$ cat config.mk
export PLATFORM = sky130hd
export DESIGN_NAME = sram_bank
export DESIGN_NICKNAME = d
export VERILOG_FILES = /design/src/verilog/mem_pkg.sv /design/src/verilog/sram_bank.sv
export SDC_FILE = /design/constraint.sdc
export NUM_CORES = 2
export LEC_CHECK = 0
export BUFFER_PORTS_ARGS = -buffer_cell sky130_fd_sc_hd__buf_2
export CAP_MARGIN = 10
export CORE_UTILIZATION = 65
export CTS_BUF_LIST = sky130_fd_sc_hd__clkbuf_4 sky130_fd_sc_hd__clkbuf_8 sky130_fd_sc_hd__clkbuf_16
export CTS_CLUSTER_DIAMETER = 120
export DETAILED_ROUTE_END_ITERATION = 16
export GPL_TIMING_DRIVEN = 0
export PLACE_DENSITY_LB_ADDON = 0.1
export SLEW_MARGIN = 30
export SYNTH_ARGS = -nofsm -noshare
export SYNTH_HDL_FRONTEND = slang
export SYNTH_SLANG_ARGS = --single-unit
export TNS_END_PERCENT = 5
$ cat constraint.sdc
create_clock -name clk -period 2.85 [get_ports clk]
set_input_delay 0.57 -clock clk [delete_from_list [all_inputs] [get_ports clk]]
set_output_delay 0.57 -clock clk [all_outputs]
set_load 0.03 [all_outputs]
$ cat src/verilog/mem_pkg.sv
`default_nettype none

package mem_pkg;

    localparam int BANK_COUNT = 4;
    localparam int BANK_BITS  = 2;  // address bits [9:8]
    localparam int ROW_BITS   = 8;  // address bits [7:0]

    // strobe from the spi slave, rd and wr are one-cycle pulses
    typedef struct packed {
        logic        rd;
        logic        wr;
        logic [15:0] addr;
        logic [7:0]  wdata;
    } mem_req_t;

    // per-bank request after address decode
    typedef struct packed {
        logic                rd;
        logic                wr;
        logic [ROW_BITS-1:0] row;
        logic [7:0]          wdata;
    } bank_req_t;

    typedef struct packed {
        logic       valid;
        logic [7:0] rdata;
    } bank_rsp_t;

    // merged read return to the slave
    typedef struct packed {
        logic       rdy;
        logic [7:0] rdata;
    } mem_rsp_t;

endpackage

`default_nettype wire

$ cat src/verilog/sram_bank.sv
`timescale 1ns/1ps
`default_nettype none

module sram_bank import mem_pkg::*; (
    input  wire            clk,
    input  wire            rst_n,
    input  wire bank_req_t bank_req,
    output bank_rsp_t      bank_rsp
);

    logic [7:0] mem [2**ROW_BITS] = '{default: 8'h00};
    logic [7:0] rdata_q;
    logic       valid_q;

    // single port, write and registered read
    always_ff @(posedge clk) begin
        if (bank_req.wr) begin
            mem[bank_req.row] <= bank_req.wdata;
        end
        if (bank_req.rd) begin
            rdata_q <= mem[bank_req.row];
        end
    end

    always_ff @(posedge clk or negedge rst_n) begin
        if (!rst_n) begin
            valid_q <= 1'b0;
        end else begin
            valid_q <= bank_req.rd;     // one cycle after rd
        end
    end

    assign bank_rsp = '{valid: valid_q, rdata: rdata_q};

endmodule

`default_nettype wire
==> results.md <==
* Fin cells at 5,585
* PD cells at 691 nW/µm²
* Relative slew slack at 0.222
* Via count at 40,000
* Ys flop type: edfxtp_1
* Xor/xnor share of the synthesized area at 0
* Setup Skew at 0.0391 ns
* Tot Pwr at 62.1 mW
* Layout Nets at 3,825
* Max Slew Vio Count at 0
* Gpl congestion at 0.947
* Most frequent cells in the layout: 2,056 x edfxtp_1, 512 x mux4_2, 238 x a22oi_1
* Die H at 350 µm
* CP max stage delay at 0.67 ns
* Leakage at 27.4 nW
* RSZ-0062 raised after global routing: yes
* TritonCTS Buffers at 194
* Final HPWL DP at 137,000 µm
* Vias/cell at 7.16
* Post-synthesis compound-gate area fraction at 0.0362
* Clock transition at path regs at 0.06 ns
* DRC viols at 0
* Synth Area in Simple Gates at 0.0173
* Synth Instances at 3,549
* Largest net degree at the start of global routing at 119
* Total routed wirelength at 208,000 µm
* Synth Register Bits at 2,057
* Cell family with most CP delay: compound AO/OA/AOI/OAI gates
* Share of the synthesized area in the top cell type at 0.785
* Vias in the first global route at 39,700
* Measured slew at the worst slew-check pin at 1.17 ns
* Layout area overhead at 14.3%
* Fmax achieved at 320 MHz
* WL per Instance at 37.2 µm
* Port Buf Inserts at 24
* Max cap viols at 0
* Syn Area/Cell at 22.1 µm²
* Post-synthesis sequential area ratio at 0.786
* Post-synthesis cell area at 78,600 µm²
* Layout cells sized above 1 at 0.332
* H-tree Lvls at 4
* Crit Path Max Fanout at 10
* Initial drt markers at 6,226
* Yosys cell types at 22
* Clock sinks at 2,057
* DIE AREA at 122,000 µm²
* Max IR drop VDD at 0.000633 V
* Core area at 120,000 µm²
* Area contributors post-synth: edfxtp_1 79%, mux4_2 15%, a22oi_1 2.4%, nor2_1 1.1%, a21oi_1 0.81%
* CP required at 3.28 ns
* Mux cell area share after synthesis at 0.147
* Slowest cell on crit path: o41ai_4
* Count of buffer and inverter cells on the critical path at 3
* Worst-Skew Late Latency at 0.82 ns
* Io pins at 29
* Yosys warns at 0
* Commonest non-fill, non-tap cell in the layout: edfxtp_1
* Setup Crit Path Kind: in -> reg
* Setup slack after layout at -0.274 ns
* Gr usage total at 0.347
* Crit end category: flip-flop
* Antenna violations before repair at 11
* Final setup violation count at 474
* Gr ovfl total at 0
* Antenna-violating nets left at 0
* Clk Tree Root Cell: clkbuf_16
* Die Width at 350 µm
* Post-Synth Adder-Cell Area at 0
* First-pass GRT wire length at 290,000 µm
* Fin crit share at 1.10
* Largest family of logic cells by synthesized area: multiplexers
* Status: finished with violations
* EDFF count, synth at 2,056
* Synth Net Count at 3,569
* Clock buffer depth at 3
* Violated checks: setup timing
* Critical Path Start Type: input pin
* Starting Density at 0.655
* CTS tree: yes
* Period minus WS final at 3.12 ns
* Final Hold Viols at 0
* Async S/R FF share, synth at 0.000486
* Placed insts at 5,216
* Type of the worst min-delay path: in -> async
* Drt first pass iters at 9
* Rows at 127
* Critical path, cell by cell: buf_2 > nor2b_1 > clkbuf_4 > clkbuf_1 > a22oi_1 > a21oi_1 > o41ai_4 > nand4_1
* Cell taking the most area after synthesis: edfxtp_1
* CP arrival at 3.55 ns
==> synthesized netlist by cell type (2+ instances only) <==
cell type,n
buf_1,19
nand2_1,28
nand3_1,13
nand2b_1,6
buf_2,36
nor3_1,30
mux4_2,512
a21oi_1,128
nor2_1,232
and2_1,3
o41ai_1,32
or2_2,2
buf_6,16
nand4_1,8
edfxtp_1,2056
a22oi_1,256
nor2b_1,7
buf_4,17
clkbuf_1,145
==> per-layer routing <==
metal  GRT usage  share of wire  vias up  wire length [µm]
met4       0.170          0.050       14             10400
met2       0.526           0.47     2895             98400
met1       0.477           0.35    21000             73600
li1            -              -    15600                 -
met5           0        0.00092        -               192
met3      0.0943           0.12      495             25400
==> cell type report <==
| cell class | instances | area (µm²) |
|---|---|---|
| Inverter | 1 | 3.75 |
| Tap cell | 1612 | 2020 |
| Antenna cell | 5 | 12.5 |
| Clock buffer | 257 | 5420 |
| Clock inverter | 102 | 856 |
| Buffer | 233 | 1530 |
| Timing Repair Buffer | 60 | 1000 |
| Multi-Input combinational cell | 1258 | 17200 |
| Fill cell | 6447 | 30100 |
| Sequential cell | 2057 | 61800 |
==> power by group <==
group | leakage [nW] | internal [mW] | total (mW) | switching (mW)
Sequential | 18.5 | 33.4 | 33.4 | 0.0261
Combinational | 5.71 | 1.09 | 3.27 | 2.19
Clock | 3.15 | 14.4 | 25.4 | 10.9
Total | 27.4 | 48.9 | 62.1 | 13.2
==> final timing paths <==
check                        endpoint  depth (start not counted)    startpoint  slack [ns]
max                        rdata_q[5]                          8  bank_req[10]       -0.27
min                           valid_q                          2         rst_n        0.08
max reg2reg                rdata_q[5]                          5   mem[175][5]       -0.11
min reg2reg                rdata_q[2]                          5    mem[14][2]        1.06
max in group asynchronous     valid_q                          2         rst_n        2.69
min in group clk              valid_q                          1  bank_req[17]        0.10
==> state kept, by name (all words and copies together), names as in the netlist <==
signal,flops
mem,2048
rdata_q,8
valid_q,1
==> metrics by stage <==
step            util  setup slack (ns)  hold WS [ns]  setup TNS, ns  instance area (µm²)
2_1_floorplan      -            0.0613         0.274              0                78600
3_3_place_gp   0.673             -3.18         0.345       -8219.63                80700
3_5_place_dp   0.682             -2.26         0.346       -3368.45                81800
4_1_cts        0.744            -0.126        0.0301          -9.15                89300
5_1_grt        0.749            -0.151        0.0620         -10.97                89800
6_report       0.749            -0.274        0.0752         -19.87                89800
==> kinds of logic (layout without fill, tap and decap cells) <==
family	count (synthesis)	after routing
compound gates	416	416
simple gates	330	330
mux	512	512
buf+inv	234	653
flops	2057	2057
other cells	0	5
==> timing repair <==
item,4_1_cts,5_1_grt
hold buffers,1,0
pin swaps,10,10
setup endpoints to repair,1865,806
setup buffers,0,4
endpoints found under the hold margin,1,0
gates resized for setup,369,163
cloned,0,0
Note: power is estimated with default switching activity, not from simulation.
