===== src/verilog/mem_pkg.sv =====
`default_nettype none

package mem_pkg;

    localparam int BANK_COUNT = 4;
    localparam int BANK_BITS  = 2;  // address bits [9:8]
    localparam int ROW_BITS   = 8;  // address bits [7:0]

    // strobe from the spi slave, rd and wr are one-cycle pulses
    typedef struct packed {
        logic        rd;
        logic        wr;
        logic [15:0] addr;
        logic [7:0]  wdata;
    } mem_req_t;

    // per-bank request after address decode
    typedef struct packed {
        logic                rd;
        logic                wr;
        logic [ROW_BITS-1:0] row;
        logic [7:0]          wdata;
    } bank_req_t;

    typedef struct packed {
        logic       valid;
        logic [7:0] rdata;
    } bank_rsp_t;

    // merged read return to the slave
    typedef struct packed {
        logic       rdy;
        logic [7:0] rdata;
    } mem_rsp_t;

endpackage

`default_nettype wire


===== src/verilog/bank_select.sv =====
`timescale 1ns/1ps
`default_nettype none

module bank_select import mem_pkg::*; (
    input  wire           clk,
    input  wire           rst_n,
    input  wire mem_req_t mem_req,
    output bank_req_t     bank_req [BANK_COUNT]
);

    logic                         rd_q;
    logic                         wr_q;
    logic [ROW_BITS+BANK_BITS-1:0] addr_q;
    logic [7:0]                   wdata_q;
    logic [BANK_BITS-1:0]         bank_sel;
    logic [BANK_COUNT-1:0]        bank_en;

    always_ff @(posedge clk or negedge rst_n) begin
        if (!rst_n) begin
            rd_q <= 1'b0;
            wr_q <= 1'b0;
        end else begin
            rd_q <= mem_req.rd;
            wr_q <= mem_req.wr;
        end
    end

    // upper address bits dropped, the space aliases every 1 KiB
    always_ff @(posedge clk) begin
        addr_q  <= mem_req.addr[ROW_BITS+BANK_BITS-1:0];
        wdata_q <= mem_req.wdata;
    end

    assign bank_sel = addr_q[ROW_BITS +: BANK_BITS];

    always_comb begin
        bank_en           = '0;
        bank_en[bank_sel] = 1'b1;   // one-hot
    end

    // row and data fan out to all banks, strobes only to the selected one
    always_comb begin
        for (int i = 0; i < BANK_COUNT; i++) begin
            bank_req[i].rd    = rd_q & bank_en[i];
            bank_req[i].wr    = wr_q & bank_en[i];
            bank_req[i].row   = addr_q[ROW_BITS-1:0];
            bank_req[i].wdata = wdata_q;
        end
    end

    assert property (@(posedge clk) disable iff (!rst_n)
        !(mem_req.rd && mem_req.wr))
        else $error("bank_select: rd and wr requested together");

endmodule

`default_nettype wire


===== config.mk =====
export PLATFORM = sky130hd
export DESIGN_NAME = bank_select
export DESIGN_NICKNAME = d
export VERILOG_FILES = /design/src/verilog/mem_pkg.sv /design/src/verilog/bank_select.sv
export SDC_FILE = /design/constraint.sdc
export NUM_CORES = 1
export LEC_CHECK = 0
export ABC_AREA = 1
export BUFFER_PORTS_ARGS = -buffer_cell sky130_fd_sc_hd__clkbuf_2
export CORE_MARGIN = 4
export CORE_UTILIZATION = 30
export DETAILED_ROUTE_END_ITERATION = 8
export PLACE_DENSITY = 0.75
export RECOVER_POWER = 25
export SYNTH_ARGS = -nofsm -noshare
export SYNTH_HDL_FRONTEND = slang
export SYNTH_SLANG_ARGS = --single-unit

===== constraint.sdc =====
create_clock -name clk -period 0.8 [get_ports clk]
set_input_delay 0.08 -clock clk [delete_from_list [all_inputs] [get_ports clk]]
set_output_delay 0.08 -clock clk [all_outputs]
set_load 0.01 [all_outputs]

==> summary.md <==
| Metric | Value |
|---|---|
| Status | complete, but fails checks |
| Failing checks | setup timing |
| Final-layout fill cell count | between 200 and 250 |
| Final min period | 1.10 ns |
| Initial antenna violation count | 0 |
| Slew Limit Fails | 0 |
| Largest family of logic cells by synthesized area | buffers and inverters |
| Clock Sinks | 20 |
| Yosys cell types | 6 |
| Synth top area share | a little under half |
| CP Class | reg2out |
| Crit path from | addr_q[9] |
| Vias in the first global route | about 700 |
| Worst-path clk slew | approximately 0.11 ns |
| FMAX | around 0.91 GHz |
| Worst Setup End Kind | output port |
| Total track usage | approximately a tenth |
| Routed wire per std cell | approximately 12 um |
| Post-synthesis compound-gate area fraction | 0% |
| Drc violations | 0 |
| Die height | approximately 62 um |
| Peak VDD IR | ~1.2 mV |
| Yosys reg bits | 20 |
| Worst Path Arrival | 1.02 ns |
| Initial Utilization | approximately a third |
| Total number of vias | approximately 720 |
| Leading area contributor after synthesis | buf_4 |
| RSZ-0062 raised after global routing | true |
| CTS tree | done |
| Port bufs | 93 |
| Layout cell share with drive strength beyond 1 | between 70% and 80% |
| Sw Share | approximately 25% |
| Routed WL | 2310 um |
| Final-stage net count | 183 |
| Post-DP Area | ~1000 sq um |
| Post-synthesis mux area share | 0% |
| Post-Syn Area | between 800 and 900 sq um |
| Flop pwr share | between 40% and 50% |
| Post-Syn Instances | just over 90 |
| Boundary Pins | 100 |
| Post-Syn Nets | 120 |
| Worst min-delay path class | in2async |
| Max Fanout on Critical Path | 3 |
| Fin crit share | 137% |
| Pwr per Cell Area | 1360 mW/mm^2 |
| Max-Cap Viols | 0 |
| Sequential area share after synthesis | 46.1% |
| Post-CTS setup buffer count | 0 |
| Post-Synth Simple-Gate Area | slightly above 5% |
| Clock Path Buffers | 2 |
| Comb power frac | between 20% and 30% |
| Crit path required time | 0.72 ns |
| DRT antenna net count | 0 |
| Clock Power Share | approximately a quarter |
| Avg Inst Size Synth | ~9.7 sq um |
| Die X | between 60 and 70 um |
| Cell chosen for the clock root | clkbuf_4 |
| Commonest cells after routing, fill and taps aside | 64 x buf_6, 21 x dlygate4sd3_1, 20 x clkbuf_2, 17 x dfxtp_4, 8 x buf_2 |
| Yosys warns | 0 |
| Slew @ Worst Pin | 0.143 ns |
| DR iter-0 viols | 2 |
| Pre-CTS WS | approximately 0.059 ns |
| Top post-synthesis cells by area | buf_4 47%, dfxtp_1 40%, dfrtp_1 5.6% |
| FP Rows | 19 |
| Leakage | around 0.85 nW |
| Startpoint Class | flop |
| P_int | approximately 1.7 mW |
| Final Hold Fails | 0 |
| Finished Cell Area | 0.00170 sq mm |
| Ant diodes | 0 |
| Pin count of the biggest net entering global routing | 12 |
| Endpoints failing setup | around 70 |
| Router iterations before antenna repair | 2 |
| P&R area growth vs syn | 91.2% |
| Vias/cell | a little under 4 |
| Number of buffers created by CTS | 3 |
| XOR/XNOR share of the synthesized area | 0% |
| Die area | between 0.003 and 0.004 sq mm |
| Area share of fa/ha/maj cells after synthesis | 0% |
| Relative slew slack | 90.5% |
| Setup ws final | -0.300 ns |
| Overflow after GRT | 0 |
| NetSw | 589 uW |
| DP HPWL | roughly 1400 um |
| Maximum level of the CTS H-tree | 1 |
| Core Area | 0.00281 sq mm |
| Commonest non-fill, non-tap cell in the layout | buf_6 |
| Gp weighted congestion | 0.659 |
| First-pass GRT wire length | 3000 um |
-- critical path, cell delays in order (launching register included) --
cell     delay [ns]
dfxtp_4        0.38
inv_4          0.06
nand2_4        0.05
nor2_2         0.10
buf_2          0.14
-- registers in the layout, indices dropped and copies added, names as in the netlist --
register,flops
addr_q,10
wr_q,1
wdata_q,8
rd_q,1
-- cell families (layout without fill, tap and decap cells) --
kind of cell,Yosys count,after routing
buffers and inverters,60,122
DFF,20,20
and+or+nand+nor,12,12
-- routing by layer --
layer / vias up / GRT usage [%] / part of all wire, %
met2: 44 / 20.6 / 66
li1: 343 / - / -
met5: - / 0 / 0
met1: 335 / 7.44 / 24
met4: 0 / 2.75 / 0.48
met3: 2 / 4.14 / 8.7
-- layout make-up --
cell class,instances,area (sq um),share of cell area [%]
Timing Repair Buffer,114,1070,63.1
Sequential cell,20,475,27.9
Multi-Input combinational cell,12,60.1,3.53
Tap cell,31,38.8,2.28
Clock buffer,4,36.3,2.13
Inverter,4,17.5,1.03
-- metrics by stage --
step	setup TNS, ns	cells	utilization [%]	hold slack [ns]	power [mW]
after global routing	-10.14	185	60.7	0.125	2.45
after floorplan	0	92	-	-0.216	1.44
after detailed placement	0	160	34.7	-0.128	1.47
after global placement	0	160	34.7	-0.133	1.46
after CTS	-8.13	185	44.5	0.0587	2.17
final	-6.64	185	60.7	0.128	2.31
-- synth_stat cells --
cell type and n:
nor2_1 8, buf_4 56, nand2_1 4, dfxtp_1 18, dfrtp_1 2, inv_1 4
-- repair_timing --
action / in CTS / in global routing
pin swaps: 2 / 7
hold endpoints to repair: 22 / 0
hold buffers: 21 / 0
resized for setup: 22 / 157
endpoints found under the setup margin: 72 / 72
-- power groups by stage --
stage                     sequential [mW]  clock (mW)  combinational [mW]
final                                1.11       0.571               0.634
after global routing                 1.12       0.655               0.668
after CTS                            1.11       0.631               0.435
after detailed placement             1.12           0               0.350
after global placement               1.11           0               0.345
after floorplan                      1.12           0               0.312
-- how the worst max path moves through the flow --
stage and end:
2_1_floorplan bank_req[70], 3_3_place_gp bank_req[52], 3_5_place_dp bank_req[53], 4_1_cts bank_req[71]
5_1_grt bank_req[34], 6_report bank_req[71]
No activity file was read; power rests on OpenSTA's default activity.
