**src/verilog/mem_pkg.sv**
```systemverilog
`default_nettype none

package mem_pkg;

    localparam int BANK_COUNT = 4;
    localparam int BANK_BITS  = 2;  // address bits [9:8]
    localparam int ROW_BITS   = 8;  // address bits [7:0]

    // strobe from the spi slave, rd and wr are one-cycle pulses
    typedef struct packed {
        logic        rd;
        logic        wr;
        logic [15:0] addr;
        logic [7:0]  wdata;
    } mem_req_t;

    // per-bank request after address decode
    typedef struct packed {
        logic                rd;
        logic                wr;
        logic [ROW_BITS-1:0] row;
        logic [7:0]          wdata;
    } bank_req_t;

    typedef struct packed {
        logic       valid;
        logic [7:0] rdata;
    } bank_rsp_t;

    // merged read return to the slave
    typedef struct packed {
        logic       rdy;
        logic [7:0] rdata;
    } mem_rsp_t;

endpackage

`default_nettype wire

```
**src/verilog/bank_read_mux.sv**
```systemverilog
`timescale 1ns/1ps
`default_nettype none

module bank_read_mux import mem_pkg::*; (
    input  wire            clk,
    input  wire            rst_n,
    input  wire bank_rsp_t bank_rsp [BANK_COUNT],
    output mem_rsp_t       mem_rsp
);

    logic [BANK_COUNT-1:0] valid_vec;
    logic [7:0]            rdata_or;
    logic                  rdy_q;
    logic [7:0]            rdata_q;

    // idle banks contribute zero so a plain or picks the active one
    always_comb begin
        rdata_or = '0;
        for (int i = 0; i < BANK_COUNT; i++) begin
            valid_vec[i] = bank_rsp[i].valid;
            rdata_or     |= bank_rsp[i].rdata & {8{bank_rsp[i].valid}};
        end
    end

    always_ff @(posedge clk or negedge rst_n) begin
        if (!rst_n) begin
            rdy_q   <= 1'b0;
            rdata_q <= '0;
        end else begin
            rdy_q   <= |valid_vec;      // one cycle after valid
            rdata_q <= rdata_or;
        end
    end

    assign mem_rsp = '{rdy: rdy_q, rdata: rdata_q};

    // only the addressed bank answers a read
    assert property (@(posedge clk) disable iff (!rst_n)
        $onehot0(valid_vec))
        else $error("bank_read_mux: more than one bank valid");

endmodule

`default_nettype wire

```
**config.mk**
```make
export PLATFORM = sky130hd
export DESIGN_NAME = bank_read_mux
export DESIGN_NICKNAME = d
export VERILOG_FILES = /design/src/verilog/mem_pkg.sv /design/src/verilog/bank_read_mux.sv
export SDC_FILE = /design/constraint.sdc
export NUM_CORES = 1
export LEC_CHECK = 0
export BUFFER_PORTS_ARGS = -buffer_cell sky130_fd_sc_hd__buf_4
export CAP_MARGIN = 40
export CORE_MARGIN = 2
export CORE_UTILIZATION = 31
export DETAILED_ROUTE_END_ITERATION = 12
export PLACE_DENSITY = 0.74
export SYNTH_ARGS = -nofsm -noshare
export SYNTH_HDL_FRONTEND = slang
export SYNTH_SLANG_ARGS = --single-unit
export TNS_END_PERCENT = 20
```
**constraint.sdc**
```tcl
create_clock -name clk -period 0.8 [get_ports clk]
set_input_delay 0.12 -clock clk [delete_from_list [all_inputs] [get_ports clk]]
set_output_delay 0.12 -clock clk [all_outputs]
set_load 0.02 [all_outputs]
```
==> flow_summary_export.csv, run 1 <==
group,metric,value,unit
status,outcome,"finished, violations left",
status,failed_checks,"negative setup slack",
clock_network,cts_setup_buffers,0,
clock_network,cts-htree-levels,1,
finish,design_area,851,sq um
logic_synthesis,synthCells,39,
floorplan,fp.dieW,40.8,um
timing,drv_slew,0,
timing,rsz0062_at_grt,"true",
floorplan,io_pins,47,
worst_setup_path,worstPathMaxFanout,1,
placed_design,placed_area,781,sq um
worst_setup_path,cp.required,680,ps
finish,nNetsFinal,128,
worst_setup_path,critPathCaptureType,"output port",
min_path,min_path_type,"input pin to flop",
timing,period_share,1.12,
global_routing,antenna_found_initial,0,
logic_synthesis,syn_area_per_cell,10.7,sq um
clock_network,clockRootBuffer,"clkbuf_4",
timing,min_period,898,ps
worst_setup_path,worstPathArrival,780,ps
global_routing,grt_use_total,0.188,
placed_design,numPortBuffers,46,
power_and_ir_drop,pwr_density_cell,1450,nW/um^2
floorplan,die_h,40.8,um
flow_run,maxCapViolations,0,
route,viasPerCell,4.84,
finish,layout_commonest_cell,"buf_4",
floorplan,core-area,1280,sq um
clock_network,cts_made_buffers,3,
timing,max_freq,1110,MHz
logic_synthesis,synth_cell_type_count,8,
worst_setup_path,cp_slowest_stage_delay,390,ps
route,drt_iter0_drc,13,
clock_network,clockBufferDepth,2,
clock_network,clock-sinks,9,
min_path,hp-start,"bank_rsp[26]",
finish,fillers,115,
floorplan,die_area,1660,sq um
floorplan,initial_core_util,0.326,
timing,setup_ws,-98.0,ps
min_path,holdPathEnd,"rdy_q",
logic_synthesis,netlist_top_cells_area,"dfrtp_1 54%, a22oi_1 29%, nand2_1 7.2%",
finish,register_area,225,sq um
logic_synthesis,synthesis.area,419,sq um
global_routing,grt_start_max_net_pins,10,
finish,antenna_cells,0,
timing,timing.hold.ws,72.1,ps
worst_setup_path,crit_chain,"buf_6",
floorplan,rows,13,
route,drt-total-wl,1.45,mm
worst_setup_path,cp_num_buf_inv,1,
route,dr.pass1.iters,3,
finish,area_delta_synth_final,103,%
finish,drive_gt1_frac,0.607,
route,final_antenna_net_count,0,
route,drcViolationCount,0,
logic_synthesis,ys_warn_count,0,
logic_synthesis,synth.net_count,77,
power_and_ir_drop,ir_worst_vdd,0.000648,V
route,vias,503,
global_routing,grt.overflow.total,0,
logic_synthesis,yosys_register_bits,9,
placed_design,gp_congestion,0.660,
timing,worst_pin_slew,184,ps
finish,multi_input_area,161,sq um
timing,finalSetupViolCount,9,
finish,final_cell_mix,"41 x buf_4, 16 x a22oi_1, 9 x buf_6, 9 x dfrtp_1, 8 x nand2_1",
worst_setup_path,crit_family,"flip-flops",
route,wl_per_cell,14.0,um
worst_setup_path,critical_path_class,"flop to output port",
clock_network,cts.clk_slew.worst_paths,60,ps
power_and_ir_drop,p_leak,0.000429,uW
timing,relSlewSlack,0.878,
timing,hold_violations,0,
logic_synthesis,yosys.area.top_type,"dfrtp_1",
worst_setup_path,worstSetupStartpointType,"flop",
worst_setup_path,slowest_stage,"dfrtp_1",
global_routing,grt_pass1_wl,1.90,mm
min_path,hold_path_depth,2,
logic_synthesis,seq_area_frac_synth,0.537,
global_routing,grt_pass1_vias,459,
logic_synthesis,synth_top_area_frac,0.537,
clock_network,cts_tree,"done",
metrics by stage:
stage	utilization	setup TNS, ps	cells	total power (uW)	worst slack (ps)
final	0.662	-727	104	1240	-98.0
after global routing	0.662	-1030	104	1310	-131
after CTS	0.662	-829	104	1260	-110
after detailed placement	0.608	-84.5	99	868	-84.5
after global placement	0.608	-77.2	99	859	-77.2
after floorplan	-	-70.2	39	648	-70.2
how the worst max path moves through the flow:
stage | from | endpoint | slack (ps) | cells after the start
global route | rdata_q[0] | mem_rsp[0] | -130 | 1
detailed placement | bank_rsp[8] | rdy_q | -80 | 2
finish | rdata_q[0] | mem_rsp[0] | -100 | 1
CTS | rdata_q[0] | mem_rsp[0] | -110 | 1
floorplan | bank_rsp[8] | rdy_q | -70 | 2
global placement | bank_rsp[8] | rdy_q | -80 | 2
flip-flops by register name, indices dropped and copies added, names as in the netlist:
register and cells:
rdata_q 8, rdy_q 1
synthesized netlist by cell type:
cell,number
a22oi_1,16
dfrtp_1,9
nand2_1,8
buf_6,1
buf_4,1
buf_2,2
or4_4,1
clkbuf_1,1
metal layers:
metal,GRT usage,share of wire,vias up
met5,0,0,-
met4,0.150,0.0055,0
met3,0.0489,0.076,2
met2,0.333,0.55,22
met1,0.181,0.37,233
li1,-,-,246
layout make-up:
class,instances,share of cell area
Multi-Input combinational cell,25,0.190
Timing Repair Buffer,51,0.493
Tap cell,15,0.0221
Sequential cell,9,0.265
Clock buffer,4,0.0309
report_power, final:
group	internal (uW)	switching [uW]
logic	233	147
registers	491	17.7
clock network	192	154
total	916	319
kinds of logic after synthesis:
group	synth area share
compound gates	0.287
simple gates	0.0985
buf+inv	0.0776
flops	0.537
repair_timing:
action                                  in CTS  in global routing
endpoints found under the setup margin       9                  9
gates resized for setup                      9                  0
hold buffers                                 1                  0
endpoints found under the hold margin        9                  0
cloned                                       0                  0
Power figures use the tool's default switching activity.
==> run 2: changes to the inputs <==
- clock period: 0.8 -> 0.9 ns (I/O delays scaled with it)
==> flow_summary_export.csv, run 2 (synthesis results as in run 1) <==
group,metric,value,unit
worst_setup_path,slowest_stage,"dfrtp_1",
floorplan,die_area,1660,sq um
finish,largest_reg_flops,8,
worst_setup_path,critPathCaptureType,"output port",
min_path,hp-start,"bank_rsp[26]",
global_routing,antenna_found_initial,0,
finish,final_cell_mix,"41 x buf_4, 16 x a22oi_1, 9 x buf_6, 9 x dfrtp_1, 8 x nand2_1",
finish,antenna_cells,0,
global_routing,grt_use_total,0.181,
timing,setup_ws,3.68,ps
status,outcome,"finished clean",
power_and_ir_drop,p_switching,270,uW
power_and_ir_drop,p_leak,0.000429,uW
floorplan,core-area,1280,sq um
global_routing,grt.overflow.total,0,
power_and_ir_drop,seq_power_share,0.417,
finish,multi_input_area,161,sq um
clock_network,cts_tree,"done",
clock_network,cts.clk_slew.worst_paths,60,ps
floorplan,io_pins,47,
clock_network,cts-htree-levels,1,
min_path,holdPathEnd,"rdy_q",
timing,rsz0062_at_grt,"true",
worst_setup_path,worstSetupStartpointType,"flop",
finish,fillers,125,
power_and_ir_drop,ir_worst_vdd,0.000712,V
global_routing,grt_start_max_net_pins,10,
route,wl_per_cell,12.8,um
clock_network,clock-sinks,9,
timing,relSlewSlack,0.887,
route,drcViolationCount,0,
worst_setup_path,cp_num_buf_inv,1,
placed_design,post-place-ws,4.54,ps
power_and_ir_drop,swShare,0.249,
route,viasPerCell,4.88,
timing,min_period,896,ps
worst_setup_path,cp.required,760,ps
power_and_ir_drop,combinationalPowerShare,0.311,
timing,hold_violations,0,
timing,drv_slew,0,
placed_design,dpl.hpwl,1.10,mm
timing,worst_pin_slew,170,ps
worst_setup_path,crit_family,"flip-flops",
power_and_ir_drop,pwr_density_cell,1270,nW/um^2
clock_network,clockRootBuffer,"clkbuf_4",
worst_setup_path,worstPathMaxFanout,1,
finish,regMostFlops,"rdata_q",
finish,nNetsFinal,128,
clock_network,clockBufferDepth,2,
min_path,min_path_type,"input pin to flop",
clock_network,cts_made_buffers,3,
worst_setup_path,critical_path_class,"flop to output port",
route,drt_iter0_drc,7,
worst_setup_path,crit_chain,"buf_6",
floorplan,initial_core_util,0.326,
finish,stdcell_count,104,
route,dr.pass1.iters,2,
timing,period_share,0.996,
finish,layout_commonest_cell,"buf_4",
global_routing,grt_pass1_wl,1.89,mm
floorplan,fp.dieW,40.8,um
worst_setup_path,worstPathArrival,760,ps
min_path,hold_path_depth,2,
global_routing,grt_pass1_vias,454,
finish,register_area,225,sq um
power_and_ir_drop,clockPowerShare,0.272,
finish,reg_top3,"rdata_q: 8 flops, rdy_q: 1 flops",
flow_run,maxCapViolations,0,
worst_setup_path,cp_slowest_stage_delay,380,ps
route,drt-total-wl,1.33,mm
placed_design,dp.cells,99,
floorplan,rows,13,
timing,max_freq,1120,MHz
placed_design,numPortBuffers,46,
placed_design,gp_congestion,0.653,
power_and_ir_drop,internal_power,814,uW
route,final_antenna_net_count,0,
timing,finalSetupViolCount,0,
route,vias,508,
finish,area_delta_synth_final,103,%
finish,drive_gt1_frac,0.607,
floorplan,die_h,40.8,um
-- run 2: through the flow --
stage / utilization / TNS [ps] / hold slack [ps] / power, uW / cell area, sq um
finish: 0.662 / 0 / 94.4 / 1080 / 851
global route: 0.662 / -86.7 / 85.7 / 1150 / 851
CTS: 0.656 / -27.7 / 87.1 / 1090 / 843
detailed placement: 0.608 / 0 / -36.7 / 772 / 781
global placement: 0.608 / 0 / -35.0 / 762 / 781
floorplan: - / 0 / -161 / 571 / 422
-- run 2: worst max-delay path by stage --
| stage | start | end | slack (ps) | depth (start not counted) |
|---|---|---|---|---|
| global placement | bank_rsp[17] | rdy_q | 8 | 2 |
| finish | rdata_q[2] | mem_rsp[2] | 4 | 1 |
| detailed placement | bank_rsp[17] | rdy_q | 5 | 2 |
| CTS | rdata_q[2] | mem_rsp[2] | -20 | 1 |
| floorplan | bank_rsp[8] | rdy_q | 2 | 2 |
| global route | rdata_q[2] | mem_rsp[2] | -30 | 1 |
-- run 2: metal layers --
layer / vias to the layer above / routed length (um) / GRT usage
li1: 248 / - / -
met1: 220 / 440 / 0.217
met2: 40 / 678 / 0.310
met3: 0 / 212 / 0.0380
met4: 0 / 0 / 0.0750
met5: - / 0 / 0
-- run 2: area by class of cell --
type | instances | share of cell area
multi-input cells | 25 | 0.190
clock buffers | 4 | 0.0309
repair buffers | 51 | 0.493
well taps | 15 | 0.0221
flip-flops and latches | 9 | 0.265
-- run 2: power groups by stage --
stage,clock [uW],combinational [uW],sequential [uW]
6_report,295,337,452
5_1_grt,325,371,454
4_1_cts,306,336,452
3_5_place_dp,0,317,454
3_3_place_gp,0,311,451
2_1_floorplan,0,78.2,493
-- run 2: what timing repair did --
item / in CTS / in global routing
hold buffers: 1 / 0
setup buffers: 0 / 0
endpoints found under the setup margin: 7 / 9
gates resized for setup: 7 / 2
hold endpoints to repair: 9 / 0
