--- config.mk ---
export PLATFORM = sky130hd
export DESIGN_NAME = spirw_slave
export DESIGN_NICKNAME = d
export VERILOG_FILES = /design/src/verilog/mem_pkg.sv /design/src/verilog/spi_pkg.sv /design/src/verilog/spirw_slave.sv
export SDC_FILE = /design/constraint.sdc
export NUM_CORES = 1
export LEC_CHECK = 0
export CORE_UTILIZATION = 52
export DETAILED_ROUTE_END_ITERATION = 12
export DONT_BUFFER_PORTS = 1
export PLACE_DENSITY = 0.67
export SYNTH_ARGS = -nofsm -noshare
export SYNTH_HDL_FRONTEND = slang
export SYNTH_SLANG_ARGS = --single-unit
--- constraint.sdc ---
create_clock -name clk -period 2.8 [get_ports clk]
set_input_delay 0.56 -clock clk [delete_from_list [all_inputs] [get_ports clk]]
set_output_delay 0.56 -clock clk [all_outputs]
set_load 0.01 [all_outputs]
--- src/verilog/mem_pkg.sv ---
`default_nettype none

package mem_pkg;

    localparam int BANK_COUNT = 4;
    localparam int BANK_BITS  = 2;  // address bits [9:8]
    localparam int ROW_BITS   = 8;  // address bits [7:0]

    // strobe from the spi slave, rd and wr are one-cycle pulses
    typedef struct packed {
        logic        rd;
        logic        wr;
        logic [15:0] addr;
        logic [7:0]  wdata;
    } mem_req_t;

    // per-bank request after address decode
    typedef struct packed {
        logic                rd;
        logic                wr;
        logic [ROW_BITS-1:0] row;
        logic [7:0]          wdata;
    } bank_req_t;

    typedef struct packed {
        logic       valid;
        logic [7:0] rdata;
    } bank_rsp_t;

    // merged read return to the slave
    typedef struct packed {
        logic       rdy;
        logic [7:0] rdata;
    } mem_rsp_t;

endpackage

`default_nettype wire

--- src/verilog/spi_pkg.sv ---
`default_nettype none

package spi_pkg;

    // flops per pin in the input synchronizer
    localparam int SYNC_STAGES = 2;

    // first byte of every transaction
    typedef enum logic [7:0] {
        CMD_WRITE = 8'h00,
        CMD_READ  = 8'h01
    } spi_cmd_t;

    // phase of the slave within one csn-low window
    typedef enum logic [2:0] {
        ST_CMD,         // waiting for command byte
        ST_ADDR_HI,     // address msb
        ST_ADDR_LO,     // address lsb
        ST_DATA,        // payload bytes, address auto-increments
        ST_IGNORE       // unknown command, wait for csn high
    } spi_state_t;

endpackage

`default_nettype wire

--- src/verilog/spirw_slave.sv ---
`timescale 1ns/1ps
`default_nettype none

module spirw_slave import spi_pkg::*, mem_pkg::*; (
    input  wire           clk,
    input  wire           rst_n,
    input  wire           csn,
    input  wire           sclk,
    input  wire           mosi,
    output logic          miso,
    output mem_req_t      mem_req,
    input  wire mem_rsp_t mem_rsp
);

    logic [SYNC_STAGES-1:0] csn_sync;
    logic [SYNC_STAGES-1:0] sclk_sync;
    logic [SYNC_STAGES-1:0] mosi_sync;
    logic                   sclk_prev;
    logic                   csn_s;
    logic                   sclk_s;
    logic                   mosi_s;
    logic                   sclk_rise;
    logic                   sclk_fall;

    spi_state_t             state;
    logic                   is_read;
    logic [2:0]             bit_cnt;
    logic [6:0]             rx_shift;
    logic [7:0]             rx_byte;
    logic                   byte_done;
    logic [15:0]            addr;

    logic [7:0]             tx_shift;
    logic                   miso_q;

    logic                   req_rd;
    logic                   req_wr;
    logic [15:0]            req_addr;
    logic [7:0]             req_wdata;

    // pin synchronizers, new sample enters at bit 0
    always_ff @(posedge clk or negedge rst_n) begin
        if (!rst_n) begin
            csn_sync  <= '1;        // deselected
            sclk_sync <= '0;
            mosi_sync <= '0;
            sclk_prev <= 1'b0;
        end else begin
            csn_sync  <= {csn_sync[SYNC_STAGES-2:0], csn};
            sclk_sync <= {sclk_sync[SYNC_STAGES-2:0], sclk};
            mosi_sync <= {mosi_sync[SYNC_STAGES-2:0], mosi};
            sclk_prev <= sclk_s;
        end
    end

    assign csn_s  = csn_sync[SYNC_STAGES-1];
    assign sclk_s = sclk_sync[SYNC_STAGES-1];
    assign mosi_s = mosi_sync[SYNC_STAGES-1];

    assign sclk_rise = ~csn_s & sclk_s & ~sclk_prev;
    assign sclk_fall = ~csn_s & ~sclk_s & sclk_prev;

    assign rx_byte   = {rx_shift, mosi_s};              // msb first
    assign byte_done = sclk_rise && (bit_cnt == 3'd7);  // eighth bit taken now

    // phase control and strobes
    always_ff @(posedge clk or negedge rst_n) begin
        if (!rst_n) begin
            state   <= ST_CMD;
            is_read <= 1'b0;
            bit_cnt <= '0;
            req_rd  <= 1'b0;
            req_wr  <= 1'b0;
        end else begin
            req_rd <= 1'b0;
            req_wr <= 1'b0;
            if (csn_s) begin
                state   <= ST_CMD;
                bit_cnt <= '0;                          // partial byte dropped
            end else if (sclk_rise) begin
                bit_cnt <= bit_cnt + 3'd1;
                if (byte_done) begin
                    case (state)
                        ST_CMD: begin
                            case (spi_cmd_t'(rx_byte))
                                CMD_WRITE: begin
                                    is_read <= 1'b0;
                                    state   <= ST_ADDR_HI;
                                end
                                CMD_READ: begin
                                    is_read <= 1'b1;
                                    state   <= ST_ADDR_HI;
                                end
                                default: state <= ST_IGNORE;
                            endcase
                        end
                        ST_ADDR_HI: state <= ST_ADDR_LO;
                        ST_ADDR_LO: begin
                            state  <= ST_DATA;
                            req_rd <= is_read;          // fetch first read byte
                        end
                        ST_DATA: begin
                            req_rd <= is_read;          // prefetch next address
                            req_wr <= ~is_read;
                        end
                        default: state <= ST_IGNORE;
                    endcase
                end
            end
        end
    end

    // byte assembly and address counter
    always_ff @(posedge clk) begin
        if (sclk_rise) begin
            rx_shift <= rx_byte[6:0];
        end
        if (byte_done) begin
            case (state)
                ST_ADDR_HI: addr[15:8] <= rx_byte;
                ST_ADDR_LO: begin
                    req_addr <= {addr[15:8], rx_byte};
                    // reads start one ahead since the first fetch is issued here
                    addr     <= {addr[15:8], rx_byte} + {15'd0, is_read};
                end
                ST_DATA: begin
                    req_addr  <= addr;
                    req_wdata <= rx_byte;
                    addr      <= addr + 16'd1;
                end
                default: ;
            endcase
        end
    end

    // read byte shifts out after each falling sclk edge
    always_ff @(posedge clk or negedge rst_n) begin
        if (!rst_n) begin
            tx_shift <= '0;
            miso_q   <= 1'b0;
        end else if (csn_s) begin
            tx_shift <= '0;
            miso_q   <= 1'b0;
        end else if (mem_rsp.rdy && sclk_fall) begin
            miso_q   <= mem_rsp.rdata[7];               // load and shift together
            tx_shift <= {mem_rsp.rdata[6:0], 1'b0};
        end else if (mem_rsp.rdy) begin
            tx_shift <= mem_rsp.rdata;
        end else if (sclk_fall) begin
            miso_q   <= tx_shift[7];
            tx_shift <= {tx_shift[6:0], 1'b0};
        end
    end

    assign miso = miso_q & ~csn;    // low while deselected

    assign mem_req = '{rd: req_rd, wr: req_wr, addr: req_addr, wdata: req_wdata};

    // fixed read latency through dispatcher, bank and merger
    assert property (@(posedge clk) disable iff (!rst_n)
        mem_req.rd |-> ##3 mem_rsp.rdy)
        else $error("spirw_slave: no rdy 3 cycles after rd");

    assert property (@(posedge clk) disable iff (!rst_n)
        mem_rsp.rdy |-> $past(mem_req.rd, 3))
        else $error("spirw_slave: rdy without a matching rd");

endmodule

`default_nettype wire

==> results of run 1 <==
[per-stage QoR]
step                      util [%]  worst slack (ps)  hold slack [ps]  instances
after detailed placement      55.9               820              265        304
after global routing          59.2               692             24.9        321
after global placement        55.9               869              265        304
after floorplan                  -               332              264        233
final                         59.2               838             53.0        321
after CTS                     59.2               821             34.8        321
[cell type report]
cell class,count,area [um^2]
clock inverter,5,38.8
multi-input combinational,151,1170
inverter,1,3.75
fill,476,2440
timing repair buffer,6,47.5
tap,75,93.8
sequential,72,2040
clock buffer,11,153
[per-layer routing]
metal / wire, um / part of all wire [%]
met4: 44 / 0.78
met1: 2690 / 48
met2: 2640 / 47
met5: 0 / 0
met3: 242 / 4.3
[flip-flops by register name (all words and copies together) (netlist names), 2 cells and up]
signal     count
req_wdata      8
bit_cnt        3
csn_sync       2
sclk_sync      2
tx_shift       8
mosi_sync      2
state          3
rx_shift       7
req_addr      16
addr          16
[repair_timing]
action                                 in CTS  in global routing
setup buffers                               0                  0
hold buffers                                1                  0
endpoints found under the hold margin      23                  0
[power groups by stage]
stage / clock network, mW / registers [mW] / logic (mW)
3_3_place_gp: 0 / 1.19 / 0.0535
2_1_floorplan: 0 / 1.18 / 0.0528
5_1_grt: 0.853 / 1.17 / 0.0695
4_1_cts: 0.803 / 1.16 / 0.0628
6_report: 0.786 / 1.16 / 0.0615
3_5_place_dp: 0 / 1.19 / 0.0548
[worst max-delay path, stage by stage, from the launching register on]
cell     delay (ps)
dfrtp_1         370
ha_1            150
ha_1            170
nand2_1          70
or2_2           330
nor2_1          520
[path summary, 6_finish.rpt]
path                                     end    startpoint  slack [ps]
worst min register to register  sclk_sync[1]  sclk_sync[0]         360
max in group asynchronous         bit_cnt[0]         rst_n        1330
worst max-delay path            req_wdata[0]    bit_cnt[0]         840
worst max register to register  req_wdata[0]    bit_cnt[0]         840
min in group clk                 csn_sync[0]           csn         210
worst min-delay path             csn_sync[1]         rst_n          50
[layout by cell type (no fill, tap or decap), types with 5 or more instances in the layout]
cell	n
ha_1	5
edfxtp_1	47
nor2_1	12
buf_4	5
nor3_1	5
clkbuf_8	9
dfrtp_1	23
o21ai_1	7
xnor2_1	17
nand2_1	21
o21ai_0	5
mux2_2	10
a21oi_2	5
nand3_1	7
mux4_2	7
nor2b_1	12
[kinds of logic (layout without fill, tap and decap cells)]
logic type | count (synthesis) | count (layout)
flops | 72 | 72
mux | 21 | 21
fa+ha+maj | 5 | 5
compound gates | 27 | 27
xor+xnor | 21 | 21
simple gates | 77 | 77
buf+inv | 10 | 23
==> impl_results.rst, run 1 <==
.. list-table::
   :header-rows: 1

   * - Metric
     - Value
   * - Synth area leaders
     - edfxtp_1 (43%), dfrtp_1 (18%), mux4_2 (4.8%)
   * - Kind of end point of the critical path
     - register
   * - Power density relative to cell area
     - between 500 and 600 nW/um^2
   * - Total number of vias
     - 1832
   * - Status
     - completed
   * - Final antenna-violating net count
     - 0
   * - # resized after CTS
     - 0
   * - Maximum fanout encountered on the critical timing path
     - 8
   * - TritonCTS sink count
     - 72
   * - Routed wire per std cell
     - 17.5 um
   * - Post-DP HPWL
     - around 3.7 mm
   * - First-pass GRT wire length
     - around 9.4 mm
   * - Final worst path period need
     - 1960 ps
   * - Worst endpoint data arrival time
     - 1940 ps
   * - RSZ-0062 raised after global routing
     - false
   * - Grt ovf
     - 0
   * - Number of enable flip-flop cells after synthesis
     - 47
   * - Via/cell ratio
     - 5.71
   * - Placement-stage cell area
     - approximately 3300 um^2
   * - Area share of the largest cell type after synthesis
     - 43.2%
   * - Switching power total
     - about 0.45 mW
   * - Transition time at the pin with the least slew margin
     - 1030 ps
   * - Count of routing violations after the opening detailed-route iteration
     - 99
   * - Total count of hold-check failures in the final report
     - 0
   * - Switch share
     - 22.3%
   * - Share of the synthesized netlist area taken by xor and xnor gates
     - between 5 and 6%
   * - Proportion of synthesized chip area in sequential cells
     - 62.4%
   * - Final-stage net count
     - 260
   * - Number of antenna diodes
     - 0
   * - Die ar.
     - between 6000 and 7000 um^2
   * - Insertion delay of the later-clocked pin in the worst-skew pair
     - ~340 ps
   * - Number of clock buffers inserted by TritonCTS
     - 9
   * - Drt total wl
     - 5.62 mm
   * - Layout cell share with drive strength beyond 1
     - 22.8%
   * - Kind of path behind the tightest hold check
     - in2async
   * - Number of maximum-capacitance violations
     - 0
   * - First drt pass iteration count
     - 4
   * - Setup Viol. Count Final
     - 0
   * - Total Power
     - roughly 2.0 mW
   * - Most frequently used cell type in the post-synthesis netlist
     - edfxtp_1
   * - Clock-pin transition on the worst setup and hold timing paths
     - 80 ps
   * - Clock network power share
     - between 30% and 40%
   * - Setup tns final
     - 0 ps
   * - Cell taking the most area after synthesis
     - edfxtp_1
   * - Part of the power in combinational logic
     - under 10%
   * - Area of the core region
     - 5990 um^2
   * - Worst Skew
     - 9.85 ps
   * - Period utilisation layout
     - 70.1%
   * - Pin count of the biggest net entering global routing
     - 26
   * - Cell-internal power
     - 1.56 mW
   * - Met2 track utilization from global routing
     - ~29%
   * - Worst setup SP type
     - register
   * - IO Port Bufs
     - 0
   * - Simple-gate portion of the synthesized area
     - 13.3%
   * - Worst vdd ir
     - 394 uV
   * - Leak Pwr
     - 1.28 nW
   * - Global routing usage on met1
     - 27.0%
   * - CTS tree
     - done
   * - Routing layer with the top usage in global route
     - met2
   * - Number of max-slew violations in the final report
     - 0
   * - Initial antenna violation count
     - 0
   * - Dominant combinational cell family by area after synthesis
     - simple AND/OR/NAND/NOR gates
   * - Met3 usage in global routing
     - 6.07%
   * - X dimension of the die
     - 81.3 um
   * - H-tree Lvls
     - 3
   * - Mean post-synth cell area
     - between 10 and 15 um^2
   * - Sequential share of power
     - 57.9%
   * - Worst reg2reg path depth
     - 5
   * - Synth-to-Final Area Change
     - 8.53%
   * - Final standard cell area without fillers
     - between 3000 and 4000 um^2
   * - Number of different library cells in the post-synthesis netlist
     - 41
   * - Via count of the first global-routing pass
     - 1779
   * - CTS Buffer Depth
     - 2
   * - Maximum achievable frequency
     - between 500 and 600 MHz
   * - Synthesized Nets
     - 252
   * - Placement Rows
     - 28
   * - Initial core utilization
     - 54.6%
   * - Worst Path Required
     - 2780 ps
   * - Main synth FF type
     - edfxtp_1
   * - Top cells by count, synth
     - edfxtp_1 (47), dfrtp_1 (23), nand2_1 (21), xnor2_1 (17), nor2_1 (13)
   * - Synth Warn #
     - 0
   * - Clock root cell
     - clkbuf_8
   * - Fraction of synthesized area in multiplexers
     - a little under a tenth
   * - Number of I/O pins
     - 41
   * - Compound-gate portion of the synthesized area
     - 5.43%
   * - Fraction of the mapped netlist area in adder cells
     - 1.91%
   * - RePlAce Congestion
     - between 0.7 and 0.8
   * - Slew headroom
     - a little under a third
   * - Crit Path Class
     - reg2reg
   * - Die Y
     - 81.3 um
   * - Post-synthesis register bit count
     - 72
   * - Overall routing resource usage
     - 19.7%
   * - Mapped Area
     - between 3000 and 4000 um^2
   * - DRC viols
     - 0
   * - Synth async-reset ratio
     - 34.7%
   * - Post-synthesis cell count
     - 233
(Power assumes the default switching activity.)
==> inputs of run 2 (changes only) <==
--- a/config.mk
+++ b/config.mk
@@ -8,7 +8,7 @@
 export CORE_UTILIZATION = 52
 export DETAILED_ROUTE_END_ITERATION = 12
 export DONT_BUFFER_PORTS = 1
-export PLACE_DENSITY = 0.67
+export PLACE_DENSITY = 0.7
 export SYNTH_ARGS = -nofsm -noshare
 export SYNTH_HDL_FRONTEND = slang
 export SYNTH_SLANG_ARGS = --single-unit
==> constraint.sdc (replaced) <==
create_clock -name clk -period 1.7 [get_ports clk]
set_input_delay 0.34 -clock clk [delete_from_list [all_inputs] [get_ports clk]]
set_output_delay 0.34 -clock clk [all_outputs]
set_load 0.01 [all_outputs]
==> impl_results.rst, run 2 (synthesis results as in run 1) <==
.. list-table::
   :header-rows: 1

   * - Metric
     - Value
   * - Source of the worst register-to-register timing path
     - bit_cnt[0]
   * - Setup slack after layout
     - 38.1 ps
   * - Final antenna-violating net count
     - 0
   * - Overall routing resource usage
     - roughly a fifth
   * - Post-Place Setup Slack
     - roughly 24 ps
   * - Number of clock buffers inserted by TritonCTS
     - 9
   * - Final worst path period need
     - roughly 1700 ps
   * - Worst endpoint data arrival time
     - 1730 ps
   * - Clock root cell
     - clkbuf_8
   * - Insertion delay of the later-clocked pin in the worst-skew pair
     - around 350 ps
   * - Power density relative to cell area
     - 836 nW/um^2
   * - Count of routing violations after the opening detailed-route iteration
     - approximately 80
   * - Slew headroom
     - 78.9%
   * - Pin count of the biggest net entering global routing
     - 26
   * - Clock network power share
     - 36.3%
   * - Worst setup SP type
     - register
   * - Clock-pin transition on the worst setup and hold timing paths
     - about 70 ps
   * - Fillers
     - 444
   * - DRC viols
     - 0
   * - Worst Path Required
     - 1770 ps
   * - First drt pass iteration count
     - 4
   * - Part of the power in combinational logic
     - 4.5%
   * - Setup Viol. Count Final
     - 0
   * - Number of I/O pins
     - 41
   * - Maximum fanout encountered on the critical timing path
     - 6
   * - Worst Skew
     - 12.5 ps
   * - Sequential share of power
     - about three fifths
   * - RSZ-0062 raised after global routing
     - true
   * - Reg-to-reg endpoint
     - req_addr[13]
   * - Most used cells in the layout excluding fill and tap cells
     - edfxtp_1 (47), buf_4 (24), dfrtp_1 (23), nand2_1 (20), xnor2_1 (17)
   * - Die ar.
     - about 6600 um^2
   * - Period utilisation layout
     - between 90 and 100%
   * - H-tree Lvls
     - 3
   * - Drt total wl
     - 6.21 mm
   * - Leak Pwr
     - 1.42 nW
   * - Switching power total
     - about 0.7 mW
   * - IO Port Bufs
     - 0
   * - Layout cell share with drive strength beyond 1
     - a little under a third
   * - Number of antenna diodes
     - 0
   * - Area of combinational cells with multiple inputs
     - 1220 um^2
   * - Via count of the first global-routing pass
     - 1934
   * - Capturing element of the worst setup path
     - req_addr[13]
   * - Crit Path Class
     - reg2reg
   * - Via/cell ratio
     - 5.65
   * - Final-stage net count
     - 288
   * - Post-DP HPWL
     - 4.21 mm
   * - Grt ovf
     - 0
   * - Maximum achievable frequency
     - 602 MHz
   * - Setup slack, reg-to-reg
     - 40 ps
   * - CTS Buffer Depth
     - 2
   * - Synth-to-Final Area Change
     - 18.1%
   * - Registers with the most flip-flops
     - addr x16, req_addr x16
   * - Area of the core region
     - 5990 um^2
   * - Setup tns final
     - 0 ps
   * - Placement Rows
     - 28
   * - Switch share
     - 21.2%
   * - Die Y
     - 81.3 um
   * - Initial antenna violation count
     - 0
   * - Worst reg2reg path depth
     - 6
   * - Kind of end point of the critical path
     - register
   * - Reg area
     - around 2000 um^2
   * - CTS tree
     - done
   * - Total number of vias
     - between 1500 and 2000
   * - RePlAce Congestion
     - between 0.8 and 0.9
   * - Routed wire per std cell
     - 17.8 um
   * - Hold Slack
     - 202 ps
   * - Number of max-slew violations in the final report
     - 0
   * - Transition time at the pin with the least slew margin
     - 316 ps
   * - Status
     - completed
   * - Total count of hold-check failures in the final report
     - 0
   * - Number of maximum-capacitance violations
     - 0
   * - Most common cell after layout, fill and taps aside
     - edfxtp_1
   * - Worst vdd ir
     - between 500 and 600 uV
   * - Kind of path behind the tightest hold check
     - in2reg
   * - Cell-internal power
     - 2.54 mW
   * - X dimension of the die
     - 81.3 um
   * - First-pass GRT wire length
     - 9.98 mm
   * - Initial core utilization
     - 54.6%
   * - CP Launch Point
     - bit_cnt[0]
   * - TritonCTS sink count
     - 72
==> run 2: changes by cell type in the layout (fill, tap and decap cells not counted), moves of 3 or more <==
cell / delta
ha_1: -3
buf_4: +19
dlygate4sd3_1: +3
buf_12: +4
==> run 2: worst min path at each step <==
stage,start,endpoint,slack (ps),cells past startpoint
after floorplan,rst_n,bit_cnt[0],40,0
after global placement,rst_n,tx_shift[7],40,0
after detailed placement,rst_n,tx_shift[6],40,0
after CTS,mosi,mosi_sync[0],0.9,0
after global routing,mem_rsp[0],tx_shift[0],200,2
final,mem_rsp[0],tx_shift[0],200,2
==> run 2: power groups by stage <==
stage               combinational [mW]  sequential [mW]  clock (mW)
finish                           0.147             1.91        1.17
floorplan                       0.0876             1.94           0
global route                     0.161             1.91        1.28
detailed placement               0.118             1.95           0
global placement                 0.113             1.94           0
CTS                              0.140             1.91        1.19
==> run 2: layer usage <==
layer  GRT usage [%]  vias up  wire, um
li1                -      926         -
met1            28.1      984      2850
met2            32.6       54      3000
met3            5.51        9       280
met4            9.29        0        82
met5               0        -         0
==> run 2: per-stage QoR <==
stage | instance area (um^2) | total power [mW] | utilization [%] | instances
2_1_floorplan | 3310 | 2.03 | - | 233
3_3_place_gp | 3560 | 2.06 | 59.5 | 323
3_5_place_dp | 3560 | 2.06 | 59.5 | 323
4_1_cts | 3770 | 3.24 | 62.9 | 342
5_1_grt | 3860 | 3.35 | 64.5 | 349
6_report | 3860 | 3.23 | 64.5 | 349
==> run 2: area by class of cell <==
type / count / area share [%]
Sequential cell: 72 / 52.8
Multi-Input combinational cell: 151 / 31.6
Timing Repair Buffer: 34 / 8.72
Clock buffer: 13 / 3.86
Tap cell: 75 / 2.43
Clock inverter: 3 / 0.486
Inverter: 1 / 0.0972
==> run 2: timing repair <==
| item | in CTS | in global routing |
|---|---|---|
| hold endpoints to repair | 26 | 2 |
| endpoints found under the setup margin | 0 | 38 |
| buffers inserted | 0 | 3 |
| gates resized for setup | 0 | 4 |
| hold buffers | 3 | 2 |
==> run 2: worst max-delay path, stage by stage (launching register included) <==
cell	delay (ps)
dfrtp_1	360
ha_2	200
ha_4	140
nand2_2	50
or2_4	270
nor2_4	180
clkbuf_16	190
